$ cat src/design/agc_config.svh
`ifndef AGC_CONFIG_SVH
`define AGC_CONFIG_SVH

////////////////////
// Loop constants
////////////////////

`define AGC_NBEAMS        2
`define AGC_START_THRESH  4500  // Threshold after reset or the reset command
`define AGC_TARGET        100   // Counts per period
`define AGC_DELTA         2     // Fixed threshold step
`define AGC_MARGIN        10    // Dead band half width

////////////////////
// Register map
////////////////////

// Upstream, decoded on address bits 13:0
`define AGC_ADDR_CMD          14'h1000
`define AGC_ADDR_MANUAL_BASE  14'h0800
`define AGC_ADDR_MANUAL_MASK  14'h3800

// Trigger register bus
`define TRIG_ADDR_CTRL         22'h000   // Start, status and update-all
`define TRIG_ADDR_THRESH_BASE  22'h400   // Count read, threshold write
`define TRIG_ADDR_CE_BASE      22'h800   // Per beam clock enable

`endif

$ cat src/design/agc_bus_pkg.sv
package agc_bus_pkg;

    // Both Wishbone sides share the same widths
    typedef logic [21:0] wb_addr_t;
    typedef logic [31:0] wb_data_t;

    // Word offset of one beam inside a register block
    function automatic wb_addr_t beam_offset(input int unsigned idx);
        wb_addr_t off;
        off = wb_addr_t'(idx) << 2;
        return off;
    endfunction

endpackage

$ cat src/design/agc_loop_pkg.sv
`include "agc_config.svh"

package agc_loop_pkg;

    typedef logic [17:0] thresh_t;  // Beam threshold
    typedef logic [31:0] count_t;   // Triggers seen in one period

    // Has to reach AGC_NBEAMS, the sequencer uses that value as loop end
    typedef logic [$clog2(`AGC_NBEAMS + 1)-1:0] beam_idx_t;

    // Loop state, requested by the host side and reached by the sequencer
    typedef enum logic [2:0] {
        RUNNING           = 3'd0,
        RESETTING         = 3'd1,  // Reset thresholds written, waiting for re-arm
        WRITE_RESET       = 3'd2,
        STOPPED           = 3'd3,
        WRITE_MANUAL      = 3'd4,
        WRITE_MANUAL_DONE = 3'd5   // Manual value applied, waiting for re-arm
    } loop_state_t;

endpackage

$ cat src/design/agc_loop_seq.sv
`timescale 1ns/100ps
`include "agc_config.svh"

module agc_loop_seq
    import agc_bus_pkg::*, agc_loop_pkg::*;
(
    input  logic                      wb_clk_i,
    input  logic                      agc_reset,
    input  loop_state_t               loop_req_i,
    input  logic                      man_wr_i,
    input  beam_idx_t                 man_beam_i,
    input  thresh_t                   man_thresh_i,
    input  logic                      xfer_done_i,
    input  wb_data_t                  xfer_rdata_i,
    output loop_state_t               loop_state_o,
    output count_t  [`AGC_NBEAMS-1:0] counts_o,
    output thresh_t [`AGC_NBEAMS-1:0] thresholds_o,
    output logic                      xfer_start_o,
    output logic                      xfer_we_o,
    output wb_addr_t                  xfer_adr_o,
    output wb_data_t                  xfer_dat_o
);

    typedef enum logic [3:0] {
        SEQ_POLLING, SEQ_WAITING, SEQ_READING, SEQ_CALCULATING, SEQ_WRITING,
        SEQ_APPLYING, SEQ_UPDATING, SEQ_RESETTING, SEQ_MANUAL
    } seq_state_t;

    seq_state_t                 seq_state;
    beam_idx_t                  beam;
    logic                       busy;     // Start issued, done not yet seen
    thresh_t [`AGC_NBEAMS-1:0]  recalc;   // Next thresholds, applied on update-all

    task automatic send_xfer(input logic we, input wb_addr_t adr, input wb_data_t dat);
        xfer_start_o <= 1'b1;
        xfer_we_o    <= we;
        xfer_adr_o   <= adr;
        xfer_dat_o   <= dat;
        busy         <= 1'b1;
    endtask

    always_ff @(posedge wb_clk_i) begin
        if (agc_reset) begin
            seq_state    <= SEQ_WRITING;  // Straight to the starting thresholds
            beam         <= '0;
            busy         <= 1'b0;
            loop_state_o <= RUNNING;
            xfer_start_o <= 1'b0;
            counts_o     <= '0;
            recalc       <= {`AGC_NBEAMS{thresh_t'(`AGC_START_THRESH)}};
            thresholds_o <= {`AGC_NBEAMS{thresh_t'(`AGC_START_THRESH)}};
        end else begin
            xfer_start_o <= 1'b0;
            if (loop_req_i == RUNNING)
                loop_state_o <= RUNNING;
            else if (loop_req_i == STOPPED)
                loop_state_o <= STOPPED;
            if (man_wr_i && man_beam_i < beam_idx_t'(`AGC_NBEAMS))
                recalc[man_beam_i] <= man_thresh_i;

            case (seq_state)
                SEQ_POLLING: begin
                    if (loop_state_o == RESETTING) loop_state_o <= RUNNING;
                    if (loop_state_o == WRITE_MANUAL_DONE) loop_state_o <= STOPPED;
                    if (!busy) send_xfer(1'b1, `TRIG_ADDR_CTRL, 32'd1); // Start a period
                    else if (xfer_done_i) begin
                        busy      <= 1'b0;
                        seq_state <= SEQ_WAITING;
                    end
                end
                SEQ_WAITING: begin
                    if (!busy) begin
                        if (loop_req_i == RESETTING) seq_state <= SEQ_RESETTING;
                        else if (loop_req_i == WRITE_MANUAL_DONE) seq_state <= SEQ_MANUAL;
                        else send_xfer(1'b0, `TRIG_ADDR_CTRL, '0);  // Status poll
                    end else if (xfer_done_i) begin
                        busy <= 1'b0;
                        if (xfer_rdata_i[0]) begin
                            seq_state <= SEQ_READING;
                            beam      <= '0;
                        end
                    end
                end
                SEQ_READING: begin
                    if (beam < beam_idx_t'(`AGC_NBEAMS)) begin
                        if (!busy) send_xfer(1'b0, `TRIG_ADDR_THRESH_BASE + beam_offset(beam), '0);
                        else if (xfer_done_i) begin
                            busy           <= 1'b0;
                            counts_o[beam] <= xfer_rdata_i;
                            beam           <= beam + 1'b1;
                        end
                    end else begin
                        seq_state <= SEQ_CALCULATING;
                        beam      <= '0;
                    end
                end
                SEQ_CALCULATING: begin
                    if (loop_state_o == STOPPED) begin
                        seq_state <= SEQ_POLLING;  // Paused, thresholds stay
                    end else if (beam < beam_idx_t'(`AGC_NBEAMS)) begin
                        if (counts_o[beam] > `AGC_TARGET + `AGC_MARGIN)
                            recalc[beam] <= thresholds_o[beam] + thresh_t'(`AGC_DELTA);
                        else if (counts_o[beam] < `AGC_TARGET - `AGC_MARGIN)
                            recalc[beam] <= thresholds_o[beam] - thresh_t'(`AGC_DELTA);
                        beam <= beam + 1'b1;
                    end else begin
                        seq_state <= SEQ_WRITING;
                        beam      <= '0;
                    end
                end
                SEQ_WRITING, SEQ_APPLYING: begin
                    if (beam < beam_idx_t'(`AGC_NBEAMS)) begin
                        if (!busy && seq_state == SEQ_WRITING)
                            send_xfer(1'b1, `TRIG_ADDR_THRESH_BASE + beam_offset(beam),
                                      wb_data_t'(recalc[beam]));
                        else if (!busy)
                            send_xfer(1'b1, `TRIG_ADDR_CE_BASE + beam_offset(beam), 32'd1);
                        else if (xfer_done_i) begin
                            busy <= 1'b0;
                            beam <= beam + 1'b1;
                        end
                    end else begin
                        seq_state <= (seq_state == SEQ_WRITING) ? SEQ_APPLYING : SEQ_UPDATING;
                        beam      <= '0;
                    end
                end
                SEQ_UPDATING: begin
                    if (!busy) send_xfer(1'b1, `TRIG_ADDR_CTRL, 32'd2); // Update all at once
                    else if (xfer_done_i) begin
                        busy         <= 1'b0;
                        thresholds_o <= recalc;
                        seq_state    <= SEQ_POLLING;
                        if (loop_state_o == WRITE_RESET) loop_state_o <= RESETTING;
                        else if (loop_state_o == WRITE_MANUAL) loop_state_o <= WRITE_MANUAL_DONE;
                    end
                end
                SEQ_RESETTING: begin
                    recalc       <= {`AGC_NBEAMS{thresh_t'(`AGC_START_THRESH)}};
                    loop_state_o <= WRITE_RESET;
                    seq_state    <= SEQ_WRITING;
                    beam         <= '0;
                end
                SEQ_MANUAL: begin
                    loop_state_o <= WRITE_MANUAL;
                    seq_state    <= SEQ_WRITING;
                    beam         <= '0;
                end
                default: seq_state <= SEQ_POLLING;
            endcase
        end
    end

endmodule

$ cat src/design/agc_loop_top.sv
`timescale 1ns/100ps
`include "agc_config.svh"

module agc_loop_top
    import agc_bus_pkg::*, agc_loop_pkg::*;
(
    input  logic       wb_clk_i,
    input  logic       agc_reset,
    input  logic       wb_cyc_i,
    input  logic       wb_stb_i,
    input  logic       wb_we_i,
    input  wb_addr_t   wb_adr_i,
    input  wb_data_t   wb_dat_i,
    output logic       wb_ack_o,
    output wb_data_t   wb_dat_o,
    output logic       trig_cyc_o,
    output logic       trig_stb_o,
    output logic       trig_we_o,
    output wb_addr_t   trig_adr_o,
    output wb_data_t   trig_dat_o,
    output logic [3:0] trig_sel_o,
    input  logic       trig_ack_i,
    input  wb_data_t   trig_dat_i
);

    ////////////////////
    // Host to loop
    ////////////////////

    loop_state_t               loop_req;
    loop_state_t               loop_state;
    logic                      man_wr;
    beam_idx_t                 man_beam;
    thresh_t                   man_thresh;
    count_t  [`AGC_NBEAMS-1:0] counts;
    thresh_t [`AGC_NBEAMS-1:0] thresholds;

    ////////////////////
    // Loop to master
    ////////////////////

    logic     xfer_start;
    logic     xfer_we;
    wb_addr_t xfer_adr;
    wb_data_t xfer_dat;
    logic     xfer_done;
    wb_data_t xfer_rdata;

    agc_reg_target reg_target_i (
        .wb_clk_i     (wb_clk_i),
        .agc_reset    (agc_reset),
        .wb_cyc_i     (wb_cyc_i),
        .wb_stb_i     (wb_stb_i),
        .wb_we_i      (wb_we_i),
        .wb_adr_i     (wb_adr_i),
        .wb_dat_i     (wb_dat_i),
        .loop_state_i (loop_state),
        .counts_i     (counts),
        .thresholds_i (thresholds),
        .wb_ack_o     (wb_ack_o),
        .wb_dat_o     (wb_dat_o),
        .loop_req_o   (loop_req),
        .man_wr_o     (man_wr),
        .man_beam_o   (man_beam),
        .man_thresh_o (man_thresh)
    );

    agc_loop_seq loop_seq_i (
        .wb_clk_i     (wb_clk_i),
        .agc_reset    (agc_reset),
        .loop_req_i   (loop_req),
        .man_wr_i     (man_wr),
        .man_beam_i   (man_beam),
        .man_thresh_i (man_thresh),
        .xfer_done_i  (xfer_done),
        .xfer_rdata_i (xfer_rdata),
        .loop_state_o (loop_state),
        .counts_o     (counts),
        .thresholds_o (thresholds),
        .xfer_start_o (xfer_start),
        .xfer_we_o    (xfer_we),
        .xfer_adr_o   (xfer_adr),
        .xfer_dat_o   (xfer_dat)
    );

    agc_trig_master trig_master_i (
        .wb_clk_i     (wb_clk_i),
        .agc_reset    (agc_reset),
        .xfer_start_i (xfer_start),
        .xfer_we_i    (xfer_we),
        .xfer_adr_i   (xfer_adr),
        .xfer_dat_i   (xfer_dat),
        .trig_ack_i   (trig_ack_i),
        .trig_dat_i   (trig_dat_i),
        .trig_cyc_o   (trig_cyc_o),
        .trig_stb_o   (trig_stb_o),
        .trig_we_o    (trig_we_o),
        .trig_adr_o   (trig_adr_o),
        .trig_dat_o   (trig_dat_o),
        .trig_sel_o   (trig_sel_o),
        .xfer_done_o  (xfer_done),
        .xfer_rdata_o (xfer_rdata)
    );

endmodule

$ cat src/design/agc_reg_target.sv
`timescale 1ns/100ps
`include "agc_config.svh"

module agc_reg_target
    import agc_bus_pkg::*, agc_loop_pkg::*;
(
    input  logic                               wb_clk_i,
    input  logic                               agc_reset,
    input  logic                               wb_cyc_i,
    input  logic                               wb_stb_i,
    input  logic                               wb_we_i,
    input  wb_addr_t                           wb_adr_i,
    input  wb_data_t                           wb_dat_i,
    input  loop_state_t                        loop_state_i,
    input  count_t  [`AGC_NBEAMS-1:0]          counts_i,
    input  thresh_t [`AGC_NBEAMS-1:0]          thresholds_i,
    output logic                               wb_ack_o,
    output wb_data_t                           wb_dat_o,
    output loop_state_t                        loop_req_o,
    output logic                               man_wr_o,
    output beam_idx_t                          man_beam_o,
    output thresh_t                            man_thresh_o
);

    typedef enum logic [2:0] {ST_IDLE, ST_WRITE, ST_READ, ST_WAIT, ST_ACK} tgt_state_t;

    tgt_state_t state;
    beam_idx_t  adr_beam;
    logic       adr_beam_ok;
    logic       is_cmd;
    logic       is_manual;

    assign adr_beam    = beam_idx_t'(wb_adr_i[9:2]);
    assign adr_beam_ok = wb_adr_i[9:2] < 8'(`AGC_NBEAMS);
    assign is_cmd      = wb_adr_i[13:0] == `AGC_ADDR_CMD;
    assign is_manual   = (wb_adr_i[13:0] & `AGC_ADDR_MANUAL_MASK) == `AGC_ADDR_MANUAL_BASE;

    assign wb_ack_o = (state == ST_ACK);

    always_ff @(posedge wb_clk_i) begin
        if (agc_reset) begin
            state      <= ST_IDLE;
            loop_req_o <= RUNNING;
            man_wr_o   <= 1'b0;
        end else begin
            man_wr_o <= 1'b0;
            case (state)
                ST_IDLE: if (wb_cyc_i && wb_stb_i) begin
                    state <= wb_we_i ? ST_WRITE : ST_READ;
                end
                ST_WRITE: begin
                    state <= ST_WAIT;
                    if (is_cmd) begin
                        case (wb_dat_i)
                            32'd0:   loop_req_o <= RESETTING;
                            32'd1:   loop_req_o <= RUNNING;
                            32'd2:   loop_req_o <= STOPPED;
                            default: ;                   // Unknown command ignored
                        endcase
                    end else if (is_manual) begin
                        if (loop_state_i == STOPPED && loop_req_o != WRITE_MANUAL_DONE) begin
                            man_wr_o     <= 1'b1;
                            man_beam_o   <= adr_beam;
                            man_thresh_o <= wb_dat_i[17:0];
                            loop_req_o   <= WRITE_MANUAL_DONE;
                            wb_dat_o     <= 32'd1;
                        end else begin
                            wb_dat_o <= 32'd0;          // Refused, loop not paused
                        end
                    end
                end
                ST_READ: begin
                    state <= ST_WAIT;
                    if (wb_adr_i[10])
                        wb_dat_o <= adr_beam_ok ? counts_i[adr_beam] : '0;
                    else if (wb_adr_i[11])
                        wb_dat_o <= adr_beam_ok ? wb_data_t'(thresholds_i[adr_beam]) : '0;
                    else
                        wb_dat_o <= wb_data_t'(`AGC_DELTA);
                end
                ST_WAIT: begin
                    // Writes hold here until the sequencer catches up
                    if (!wb_we_i) begin
                        state <= ST_ACK;
                    end else if (loop_state_i == loop_req_o) begin
                        state <= ST_ACK;
                        if (loop_state_i == RESETTING)
                            loop_req_o <= RUNNING;      // Re-arm after reset
                        else if (loop_state_i == WRITE_MANUAL_DONE)
                            loop_req_o <= STOPPED;      // Back to pause
                    end
                end
                ST_ACK:  state <= ST_IDLE;
                default: state <= ST_IDLE;
            endcase
        end
    end

endmodule

$ cat src/design/agc_trig_master.sv
`timescale 1ns/100ps

module agc_trig_master
    import agc_bus_pkg::*;
(
    input  logic     wb_clk_i,
    input  logic     agc_reset,
    input  logic     xfer_start_i,
    input  logic     xfer_we_i,
    input  wb_addr_t xfer_adr_i,
    input  wb_data_t xfer_dat_i,
    input  logic     trig_ack_i,
    input  wb_data_t trig_dat_i,
    output logic     trig_cyc_o,
    output logic     trig_stb_o,
    output logic     trig_we_o,
    output wb_addr_t trig_adr_o,
    output wb_data_t trig_dat_o,
    output logic [3:0] trig_sel_o,
    output logic     xfer_done_o,
    output wb_data_t xfer_rdata_o
);

    assign trig_stb_o = trig_cyc_o;       // Single transfer per cycle
    assign trig_sel_o = {4{trig_cyc_o}};

    always_ff @(posedge wb_clk_i) begin
        if (agc_reset) begin
            trig_cyc_o  <= 1'b0;
            trig_we_o   <= 1'b0;
            trig_adr_o  <= '0;
            trig_dat_o  <= '0;
            xfer_done_o <= 1'b0;
        end else begin
            xfer_done_o <= 1'b0;
            if (!trig_cyc_o) begin
                if (xfer_start_i) begin
                    trig_cyc_o <= 1'b1;
                    trig_we_o  <= xfer_we_i;
                    trig_adr_o <= xfer_adr_i;
                    trig_dat_o <= xfer_dat_i;
                end
            end else if (trig_ack_i) begin // A late ack just stretches the cycle
                trig_cyc_o   <= 1'b0;
                trig_we_o    <= 1'b0;
                trig_adr_o   <= '0;
                trig_dat_o   <= '0;
                xfer_done_o  <= 1'b1;
                xfer_rdata_o <= trig_dat_i;
            end
        end
    end

endmodule

$ cat config.mk
export PLATFORM = sky130hd
export DESIGN_NAME = agc_loop_top
export DESIGN_NICKNAME = d
export VERILOG_FILES = /design/src/design/agc_bus_pkg.sv /design/src/design/agc_loop_pkg.sv /design/src/design/agc_loop_seq.sv /design/src/design/agc_loop_top.sv /design/src/design/agc_reg_target.sv /design/src/design/agc_trig_master.sv
export VERILOG_INCLUDE_DIRS = /design/src /design/src/design
export SDC_FILE = /design/constraint.sdc
export NUM_CORES = 1
export LEC_CHECK = 0
export BUFFER_PORTS_ARGS = -buffer_cell sky130_fd_sc_hd__buf_4
export CORE_ASPECT_RATIO = 1.5
export CORE_MARGIN = 2
export CORE_UTILIZATION = 45
export DETAILED_ROUTE_END_ITERATION = 10
export HOLD_SLACK_MARGIN = 0.05
export PLACE_DENSITY_LB_ADDON = 0.25
export RECOVER_POWER = 50
export SLEW_MARGIN = 15
export SYNTH_ARGS = -nofsm -noshare
export SYNTH_HDL_FRONTEND = slang
export SYNTH_SLANG_ARGS = --single-unit
$ cat constraint.sdc
create_clock -name wb_clk_i -period 4 [get_ports wb_clk_i]
set_input_delay 0.4 -clock wb_clk_i [delete_from_list [all_inputs] [get_ports wb_clk_i]]
set_output_delay 0.4 -clock wb_clk_i [all_outputs]
set_load 0.005 [all_outputs]
======== After elaboration in Yosys (flattened, before gate mapping) ========
Cells that the tools add are included.
storage, ports and cells
  register bits after elaboration ......... 350
  bits of input ports ..................... 92
  output and inout port bits .............. 94
  logic and storage cells ................. 286
cells by class
  add/sub/neg operators ................... 5
  $lt $le $gt $ge ......................... 10
  eq/ne operators ......................... 61
  muxes and demuxes ....................... 142
  bitwise operators ....................... 5
  reductions and logical operators ........ 37
operator list
  operator             number
  $mux 32              22
  $mux 22              12
  $mux 36              6
  $mux 18              9
  $pmux 32 s5          1
  $bwmux 36            3
  $pmux 22 s4          1
  $pmux 36 s2          1
  $bwmux 64            1
  $pmux 32 s2          1
  $mux 3               18
  $mux 4               13
  $demux 18 s1         2
  $demux 32 s1         1
  $eq 32x1->1 const B  1
  $eq 32x2->1 const B  1
  $gt 32x7->1 const B  1
  $logic_not 32->1     1
  $lt 32x7->1 const B  1
  $mux 1               30
  $pmux 4 s7           1
  $mux 2               12
  $ne 2x1->1 const B   12
  $ne 2x2->1 const B   12
  other kinds (46)     97

======== Longest topological paths before layout ========
Gate-level depths: netlist of run 1.
  depth after elaboration ................. 13
  depth in mapped cells ................... 16
  mapped depth without buffers ............ 10

======== Hierarchy ========
Synthesis of run 1 repeated with hierarchy kept, for this count alone.
second synthesis, totals
  cell total of the unflattened synthesis .. 1720
  area, all modules ....................... 16701.0 um^2
by module, submodules not included
  module           times used  cells an instance  area an instance (um^2)  seq. area each (um^2)
  agc_loop_seq     1           1168               9774.4                   4053.9
  agc_trig_master  1           290                3784.9                   2102.0
  agc_reg_target   1           262                3141.8                   1701.6

======== Worst setup path before layout of run 1 ========
No wires, ideal clock.
  path type ............................... register to register
  from .................................... reg reg_target_i.state[0]
  to ...................................... reg reg_target_i.wb_dat_o[0], enable pin
  setup time .............................. 0.461 ns
  arrival ................................. 3.097 ns
  setup slack ............................. 0.442 ns
  stages on the path, launching flop included .. 6
  buffers on the path ..................... 1
  period minus slack after synthesis ...... 3.558 ns
  cell sequence ........................... dfxtp_1 > clkbuf_1 > inv_1 > nor3_1 > a21oi_1 > nor3_1
on the way
  word-level cells in the longest chain between the ends .. 3
  elaborated cells on any way between the ends .. 6
  those cells by class .................... eq/ne (4); reduce/logical (2)
RTL lines
  item                                             RTL line              source
  start, declared                                  agc_reg_target.sv:27  tgt_state_t state;
  start signal, assigned                           agc_reg_target.sv:49  state <= wb_we_i ? ST_WRITE : ST_READ;
  $eq 3x1->1 / $eq 3x2->1 (equally long branches)  agc_reg_target.sv:47  case (state)
  $ne 2x2->1 (no line) (tied with other cells)     -
  $reduce_and 4->1 (no line) *                     -
  end signal, assigned                             agc_reg_target.sv:75  wb_dat_o <= adr_beam_ok ? counts_i[adr_beam] : '0;
  end signal, assigned                             agc_reg_target.sv:77  wb_dat_o <= adr_beam_ok ? wb_data_t'(thresholds_i[adr_beam]) : '0;
  end signal, assigned                             agc_reg_target.sv:79  wb_dat_o <= wb_data_t'(`AGC_DELTA);
  end, declared                                    agc_reg_target.sv:18  output wb_data_t wb_dat_o,
Mark *: on every way between the ends. The rest lies on a longest branch, timed or not.
A chain may end at the register's enable or synchronous reset.

======== Worst setup path after layout of run 1 ========
  from .................................... reg loop_seq_i.seq_state[2]
  to ...................................... reg loop_seq_i.thresholds_o[11] (netlist name)
on the way
  word-level cells in the longest chain between the ends .. 2
RTL lines
  item                        RTL line             source
  start, declared             agc_loop_seq.sv:29   seq_state_t seq_state;
  start signal, assigned      agc_loop_seq.sv:123  seq_state <= (seq_state == SEQ_WRITING) ? SEQ_APPLYING : SEQ_UPDATING;
  $eq 4x3->1                  agc_loop_seq.sv:61   case (seq_state)
  $reduce_and 3->1 (no line)  -
  end signal, assigned        agc_loop_seq.sv:51   thresholds_o <= {`AGC_NBEAMS{thresh_t'(`AGC_START_THRESH)}};
  end signal, assigned        agc_loop_seq.sv:131  thresholds_o <= recalc;
  end, declared               agc_loop_seq.sv:17   output thresh_t [`AGC_NBEAMS-1:0] thresholds_o,
No other way between the ends.

==> impl_metrics.tcl, run 1 <==
set metrics [dict create \
    post_cts_resized 0 \
    final.setup.tns_ps 0 \
    setup_viol 0 \
    fin_nets 1927 \
    track_usage 0.252 \
    synth_area_mm2 0.0155 \
    synthCells 1665 \
    critPathMaxStageDelay_ps 1410 \
    worstMarginPinSlew_ps 1950 \
    final_cells 2282 \
    rsz0062_at_grt "no" \
    ys.flop_type "dfxtp_1" \
    ant_nets 0 \
    fp.dieArea_mm2 0.0359 \
    violations "max-capacitance violations, max-slew violations" \
    clock_latency_ps 590 \
    postCtsSetupBuffers 0 \
    layout_min_cycle_time_ps 3310 \
    routed_wl_mm 45.6 \
    cp-start-kind "flop" \
    cp-end-kind "flop" \
    crit_top_cell "nand2_1" \
    cellLeakagePower_nw 6.63 \
    cp_data_arrival_time_ps 3810 \
    num_vias 13083 \
    gp_congestion 1.00 \
    irDropWorstVdd_mv 0.335 \
    drt_iter0_drc 967 \
    die_x_um 155 \
    fp.dieH_um 231 \
    fin_skew_ps 16.7 \
    top_level_ports 186 \
    power.density_mw_per_mm2 394 \
    holdBufCountCts 51 \
    synthToLayoutAreaGrowth_pct 18.9 \
    yosysUniqueCellTypes 94 \
    cts_tree "done" \
    antennaDiodeCount 0 \
    critical_path_class "reg -> reg" \
    grt_max_degree 64 \
    post-place-ws_ps 1090 \
    synth-seq-cells 314 \
    path_cells "nand2_1 > nor4_4 > clkbuf_1 > nand2_1 > a21oi_1" \
    viasPerCell 5.73 \
    slew_violations 143 \
    setup_slack_ps 692 \
    place_hpwl_mm 32.9 \
    postSynthAreaPerCell_um2 9.29 \
    placement.io_buffers 159 \
    reg2reg_slack_ps 690 \
    slew_headroom -0.301 \
    routedWlPerCell_um 20.0 \
    clk_path_buf_depth 3 \
    grt-ovfl-total 0 \
    coreArea_mm2 0.0341 \
    start_util 0.454 \
    crit_required_ps 4510 \
    first_pass_iters 5 \
    hold_path.class "in -> reg" \
    maxCapViolCount 4 \
    synthArstFlopShare 0 \
    path_clk_slew_ps 70 \
    synth_edf_count 121 \
    cts_made_buffers 30 \
    row_count 83 \
    first_global_vias 12692 \
    min_period_over_period 0.827 \
    grt_pass1_wl_mm 71.8 \
    dp.cells 2175 \
    fmaxAchievable_mhz 302 \
    cts.htree.levels 1 \
    drive_gt1_frac 0.168 \
    antenna_found_initial 0 \
    finalHoldViolations 0 \
    ys_seq_area_frac 0.485 \
    crit_fanout 36 \
    drcViolationCount 0 \
    status "complete, but fails checks" \
    ys_warn_count 0 \
    slowest_stage "clkbuf_1" \
    cts_root_buf "clkbuf_16" \
    clock_sink_count 314 \
]
-- metal layers --
metal	vias to the layer above	global-route usage	share of wire
met5	-	0	0
met1	6264	0.312	0.40
met2	432	0.449	0.51
met4	0	0.0992	0.039
met3	106	0.0256	0.048
li1	6281	-	-
-- cells in the mapped netlist, types with 4 or more instances --
cell,n,area [um2]
o21a_1,5,37.5
and2_1,22,138
a221oi_1,6,52.6
buf_4,25,188
mux2i_1,92,921
a31oi_1,11,68.8
nor4_1,23,144
o22ai_1,13,81.3
nor3b_1,8,60.1
a22oi_1,41,308
buf_1,7,26.3
nand2b_1,9,56.3
buf_2,18,90.1
or3_1,5,31.3
nor3_1,36,180
o221ai_1,9,78.8
edfxtp_1,121,3630
o21ai_0,46,230
nand3b_1,6,45.0
nor2_1,159,597
clkbuf_1,83,312
a211oi_1,10,75.1
xor2_1,15,131
nand3_1,38,190
a21o_1,7,52.6
o31ai_1,4,30.0
a21oi_1,163,816
xnor2_1,25,219
o211ai_1,7,52.6
nand2_1,282,1060
inv_1,14,52.6
nor2b_1,13,81.3
nand4_1,15,93.8
dfxtp_1,193,3860
mux2_2,38,428
or2_2,4,25.0
nand4b_1,4,35.0
-- area by class of cell --
cell class,instances,area [um2]
Timing Repair Buffer,258,1980
Clock buffer,43,853
Sequential cell,314,7500
Fill cell,3138,15700
Clock inverter,13,136
Multi-Input combinational cell,1214,7320
Inverter,15,56.3
Tap cell,425,532
-- metrics by stage --
step	util	hold slack [ps]	instance area (um2)	power (mW)
floorplan	-	441	15500	4.09
global placement	0.498	455	17000	4.40
global route	0.540	241	18400	7.49
finish	0.540	206	18400	7.24
CTS	0.542	236	18500	7.30
detailed placement	0.498	461	17000	4.41
-- power breakdown --
group | internal, mW | switching (mW)
clock network | 1.62 | 1.25
registers | 3.43 | 0.0835
logic | 0.347 | 0.515
total | 5.39 | 1.85
-- worst paths after layout --
| path | from | end | cells after the start |
|---|---|---|---|
| worst max-delay path | loop_seq_i.seq_state[2]$_SDFFE_PP1P_ | loop_seq_i.thresholds_o[11]$_SDFFE_PP0P_ | 5 |
| worst min-delay path | trig_ack_i | trig_master_i.xfer_done_o$_SDFF_PP0_ | 3 |
| worst max register to register | loop_seq_i.seq_state[2]$_SDFFE_PP1P_ | loop_seq_i.thresholds_o[11]$_SDFFE_PP0P_ | 5 |
| worst min register to register | loop_seq_i.thresholds_o[16]$_SDFFE_PP0P_ | loop_seq_i.thresholds_o[16]$_SDFFE_PP0P_ | 2 |
-- cell usage in the layout (no fill, tap or decap), types with 7 or more instances in the layout --
cell and instances:
a211oi_1 10, a21o_1 7, a21oi_1 162, a22oi_1 41, a31oi_1 11, and2_1 19
buf_4 73, clkbuf_1 28, clkbuf_16 30, clkbuf_4 111, conb_1 18, dfxtp_1 192
dlygate4sd3_1 51, edfxtp_1 121, inv_1 14, mux2_2 38, mux2i_1 92, nand2_1 282
nand2b_1 9, nand3_1 38, nand4_1 15, nor2_1 158, nor2b_1 12, nor3_1 33
nor3b_1 7, nor4_1 23, o211ai_1 7, o21ai_0 46, o221ai_1 9, o22ai_1 13
xnor2_1 25, xor2_1 15
-- state kept, by name, indices dropped and copies added (netlist names), 2 cells and up --
register	count
loop_seq_i.counts_o	64
loop_seq_i.recalc	36
loop_seq_i.thresholds_o	36
loop_seq_i.xfer_dat_o	32
reg_target_i.wb_dat_o	32
trig_master_i.trig_dat_o	32
trig_master_i.xfer_rdata_o	32
reg_target_i.man_thresh_o	18
loop_seq_i.seq_state	4
loop_seq_i.xfer_adr_o	4
trig_master_i.trig_adr_o	4
loop_seq_i.loop_state_o	3
reg_target_i.loop_req_o	3
reg_target_i.state	3
loop_seq_i.beam	2
reg_target_i.man_beam_o	2
-- kinds of logic (layout without fill, tap and decap cells) --
| family | after synthesis | in the layout | share of synthesized area |
|---|---|---|---|
| multiplexers | 134 | 134 | 0.0925 |
| other | 1 | 18 | 0.000243 |
| AND/OR/NAND/NOR | 642 | 642 | 0.190 |
| flip-flops | 314 | 314 | 0.485 |
| buffers and inverters | 154 | 329 | 0.0486 |
| XOR/XNOR | 40 | 40 | 0.0227 |
| adder cells (fa/ha/maj) | 2 | 2 | 0.00162 |
| AO/OA/AOI/OAI | 378 | 378 | 0.159 |
-- critical path: cells and delay by family, from the launching register on --
kind	cells	cell delay, ps
DFF	1	680
and+or+nand+nor	3	890
AOI/OAI and AO/OA	1	220
buffers and inverters	1	1410
Note: power is estimated with default switching activity, not from simulation.
==> run 2, diff against run 1 <==
- clock period: 4 -> 2.9 ns (I/O delays scaled with it)
==> impl_metrics.tcl, run 2 (synthesis gave the netlist of run 1 again) <==
set metrics [dict create \
    layout_min_cycle_time_ps 2680 \
    path_cells "dlygate4sd3_1 > clkbuf_1 > nor4_1 > buf_4 > nand4_1 > buf_4 > a2111oi_0 > o21bai_1 > a21oi_1 > buf_4 > mux2i_1 > nor2_1" \
    top_level_ports 186 \
    ant_nets 0 \
    synthToLayoutAreaGrowth_pct 21.5 \
    drt_iter0_drc 993 \
    viasPerCell 5.74 \
    antennaDiodeCount 0 \
    clock_sink_count 314 \
    met2_usage 0.472 \
    clk_path_buf_depth 3 \
    gp_congestion 0.920 \
    largest_reg_flops 64 \
    cts_made_buffers 30 \
    worstHoldStart "agc_reset" \
    fin_util 0.552 \
    critPathMaxStageDelay_ps 600 \
    fp.dieH_um 231 \
    status "complete, but fails checks" \
    cp_data_arrival_time_ps 3150 \
    dp.cells 2211 \
    violations "max-capacitance violations, max-slew violations" \
    finalHoldViolations 0 \
    post_cts_resized 0 \
    postCtsSetupBuffers 0 \
    clock_latency_ps 590 \
    critical_path_class "in -> reg" \
    place_hpwl_mm 33.7 \
    cp-end-kind "flop" \
    cts.htree.levels 1 \
    hold_path.class "in -> reg" \
    maxCapViolCount 1 \
    num_vias 13297 \
    coreArea_mm2 0.0341 \
    rsz0062_at_grt "no" \
    critPathLaunch "wb_dat_i[4]" \
    top_regs "loop_seq_i.counts_o x64, loop_seq_i.recalc x36, loop_seq_i.thresholds_o x36" \
    crit_top_cell "buf_4" \
    grtUsageMet1 0.315 \
    first_global_vias 13148 \
    holdBufCountCts 51 \
    final_cells 2318 \
    first_pass_iters 5 \
    worstMarginPinSlew_ps 1680 \
    cellLeakagePower_nw 6.87 \
    largest-register "loop_seq_i.counts_o" \
    cts_tree "done" \
    grt-ovfl-total 0 \
    grt-busiest-layer "met2" \
    row_count 83 \
    power.density_mw_per_mm2 550 \
    fmaxAchievable_mhz 374 \
    antenna_found_initial 0 \
    dpl_cell_area_mm2 0.0173 \
    fin_skew_ps 31.0 \
    cp-start-kind "primary input" \
    crit_required_ps 3370 \
    fp.dieArea_mm2 0.0359 \
    slowest_stage "nor4_1" \
    slew_headroom -0.117 \
    die_x_um 155 \
    mostFrequentLayoutCells "nand2_1, dfxtp_1, a21oi_1" \
    crit_fanout 2 \
    r2r-start "loop_seq_i.beam[0]$_SDFFE_PP0P_" \
    drive_gt1_frac 0.188 \
    final_common_cell "nand2_1" \
    grt_pass1_wl_mm 73.6 \
    track_usage 0.259 \
    fin_nets 1963 \
    routedWlPerCell_um 20.4 \
    grtUsageMet3 0.0215 \
    start_util 0.454 \
    routed_wl_mm 47.3 \
    drcViolationCount 0 \
    design_area_mm2 0.0188 \
    path_clk_slew_ps 60 \
    irDropWorstVdd_mv 0.481 \
    grt_max_degree 70 \
    slew_violations 52 \
    cts_root_buf "clkbuf_16" \
    setup_viol 0 \
    min_period_over_period 0.923 \
    placement.io_buffers 159 \
]
## run 2: cell types whose count changed in the layout (fill, tap and decap cells not counted), sizes merged
cell,before,now
clkinv,9,14
buf,73,111
bufinv,2,5
clkbuf,177,166
clkinvlp,2,1
inv,15,17
## run 2: layout make-up
class	count	area, um2
fill	3102	15300
sequential	314	7500
multi-input combinational	1214	7340
timing repair buffer	294	2330
clock buffer	34	787
tap	425	532
clock inverter	22	250
inverter	15	56.3
## run 2: critical path, delay by kind of cell
| kind | cells | cell delay (ps) |
|---|---|---|
| AND/OR/NAND/NOR | 3 | 740 |
| buffers and inverters | 5 | 1240 |
| AO/OA/AOI/OAI | 3 | 690 |
| multiplexers | 1 | 170 |
## run 2: metal layers
| layer | vias up | routed length, um |
|---|---|---|
| li1 | 6360 | - |
| met1 | 6391 | 19000 |
| met2 | 449 | 24400 |
| met3 | 97 | 2140 |
| met4 | 0 | 1800 |
| met5 | - | 0 |
## run 2: final timing paths
check | endpoint | slack (ps) | cells past startpoint
max | reg_target_i.loop_req_o[0]$_SDFFE_PP0P_ | 220 | 12
min | trig_master_i.trig_dat_o[6]$_SDFFE_PP0P_ | 100 | 2
max reg2reg | loop_seq_i.recalc[13]$_SDFF_PP0_ | 240 | 8
min reg2reg | loop_seq_i.thresholds_o[34]$_SDFFE_PP0P_ | 470 | 2
## run 2: metrics by stage
stage	setup WS [ps]	setup TNS, ps	hold slack, ps	power [mW]
3_5_place_dp	120	0	463	6.18
5_1_grt	92.7	0	88.1	10.7
2_1_floorplan	-51.7	-51.7	389	5.66
4_1_cts	168	0	62.7	10.4
3_3_place_gp	47.9	0	454	6.16
6_report	224	0	96.0	10.3
## run 2: where the power goes
group	switching (mW)	total (mW)	leakage (nW)	internal (mW)
Clock	1.79	4.20	0.509	2.40
Sequential	0.101	4.83	2.70	4.73
Combinational	0.754	1.31	3.66	0.551
Total	2.65	10.3	6.87	7.68
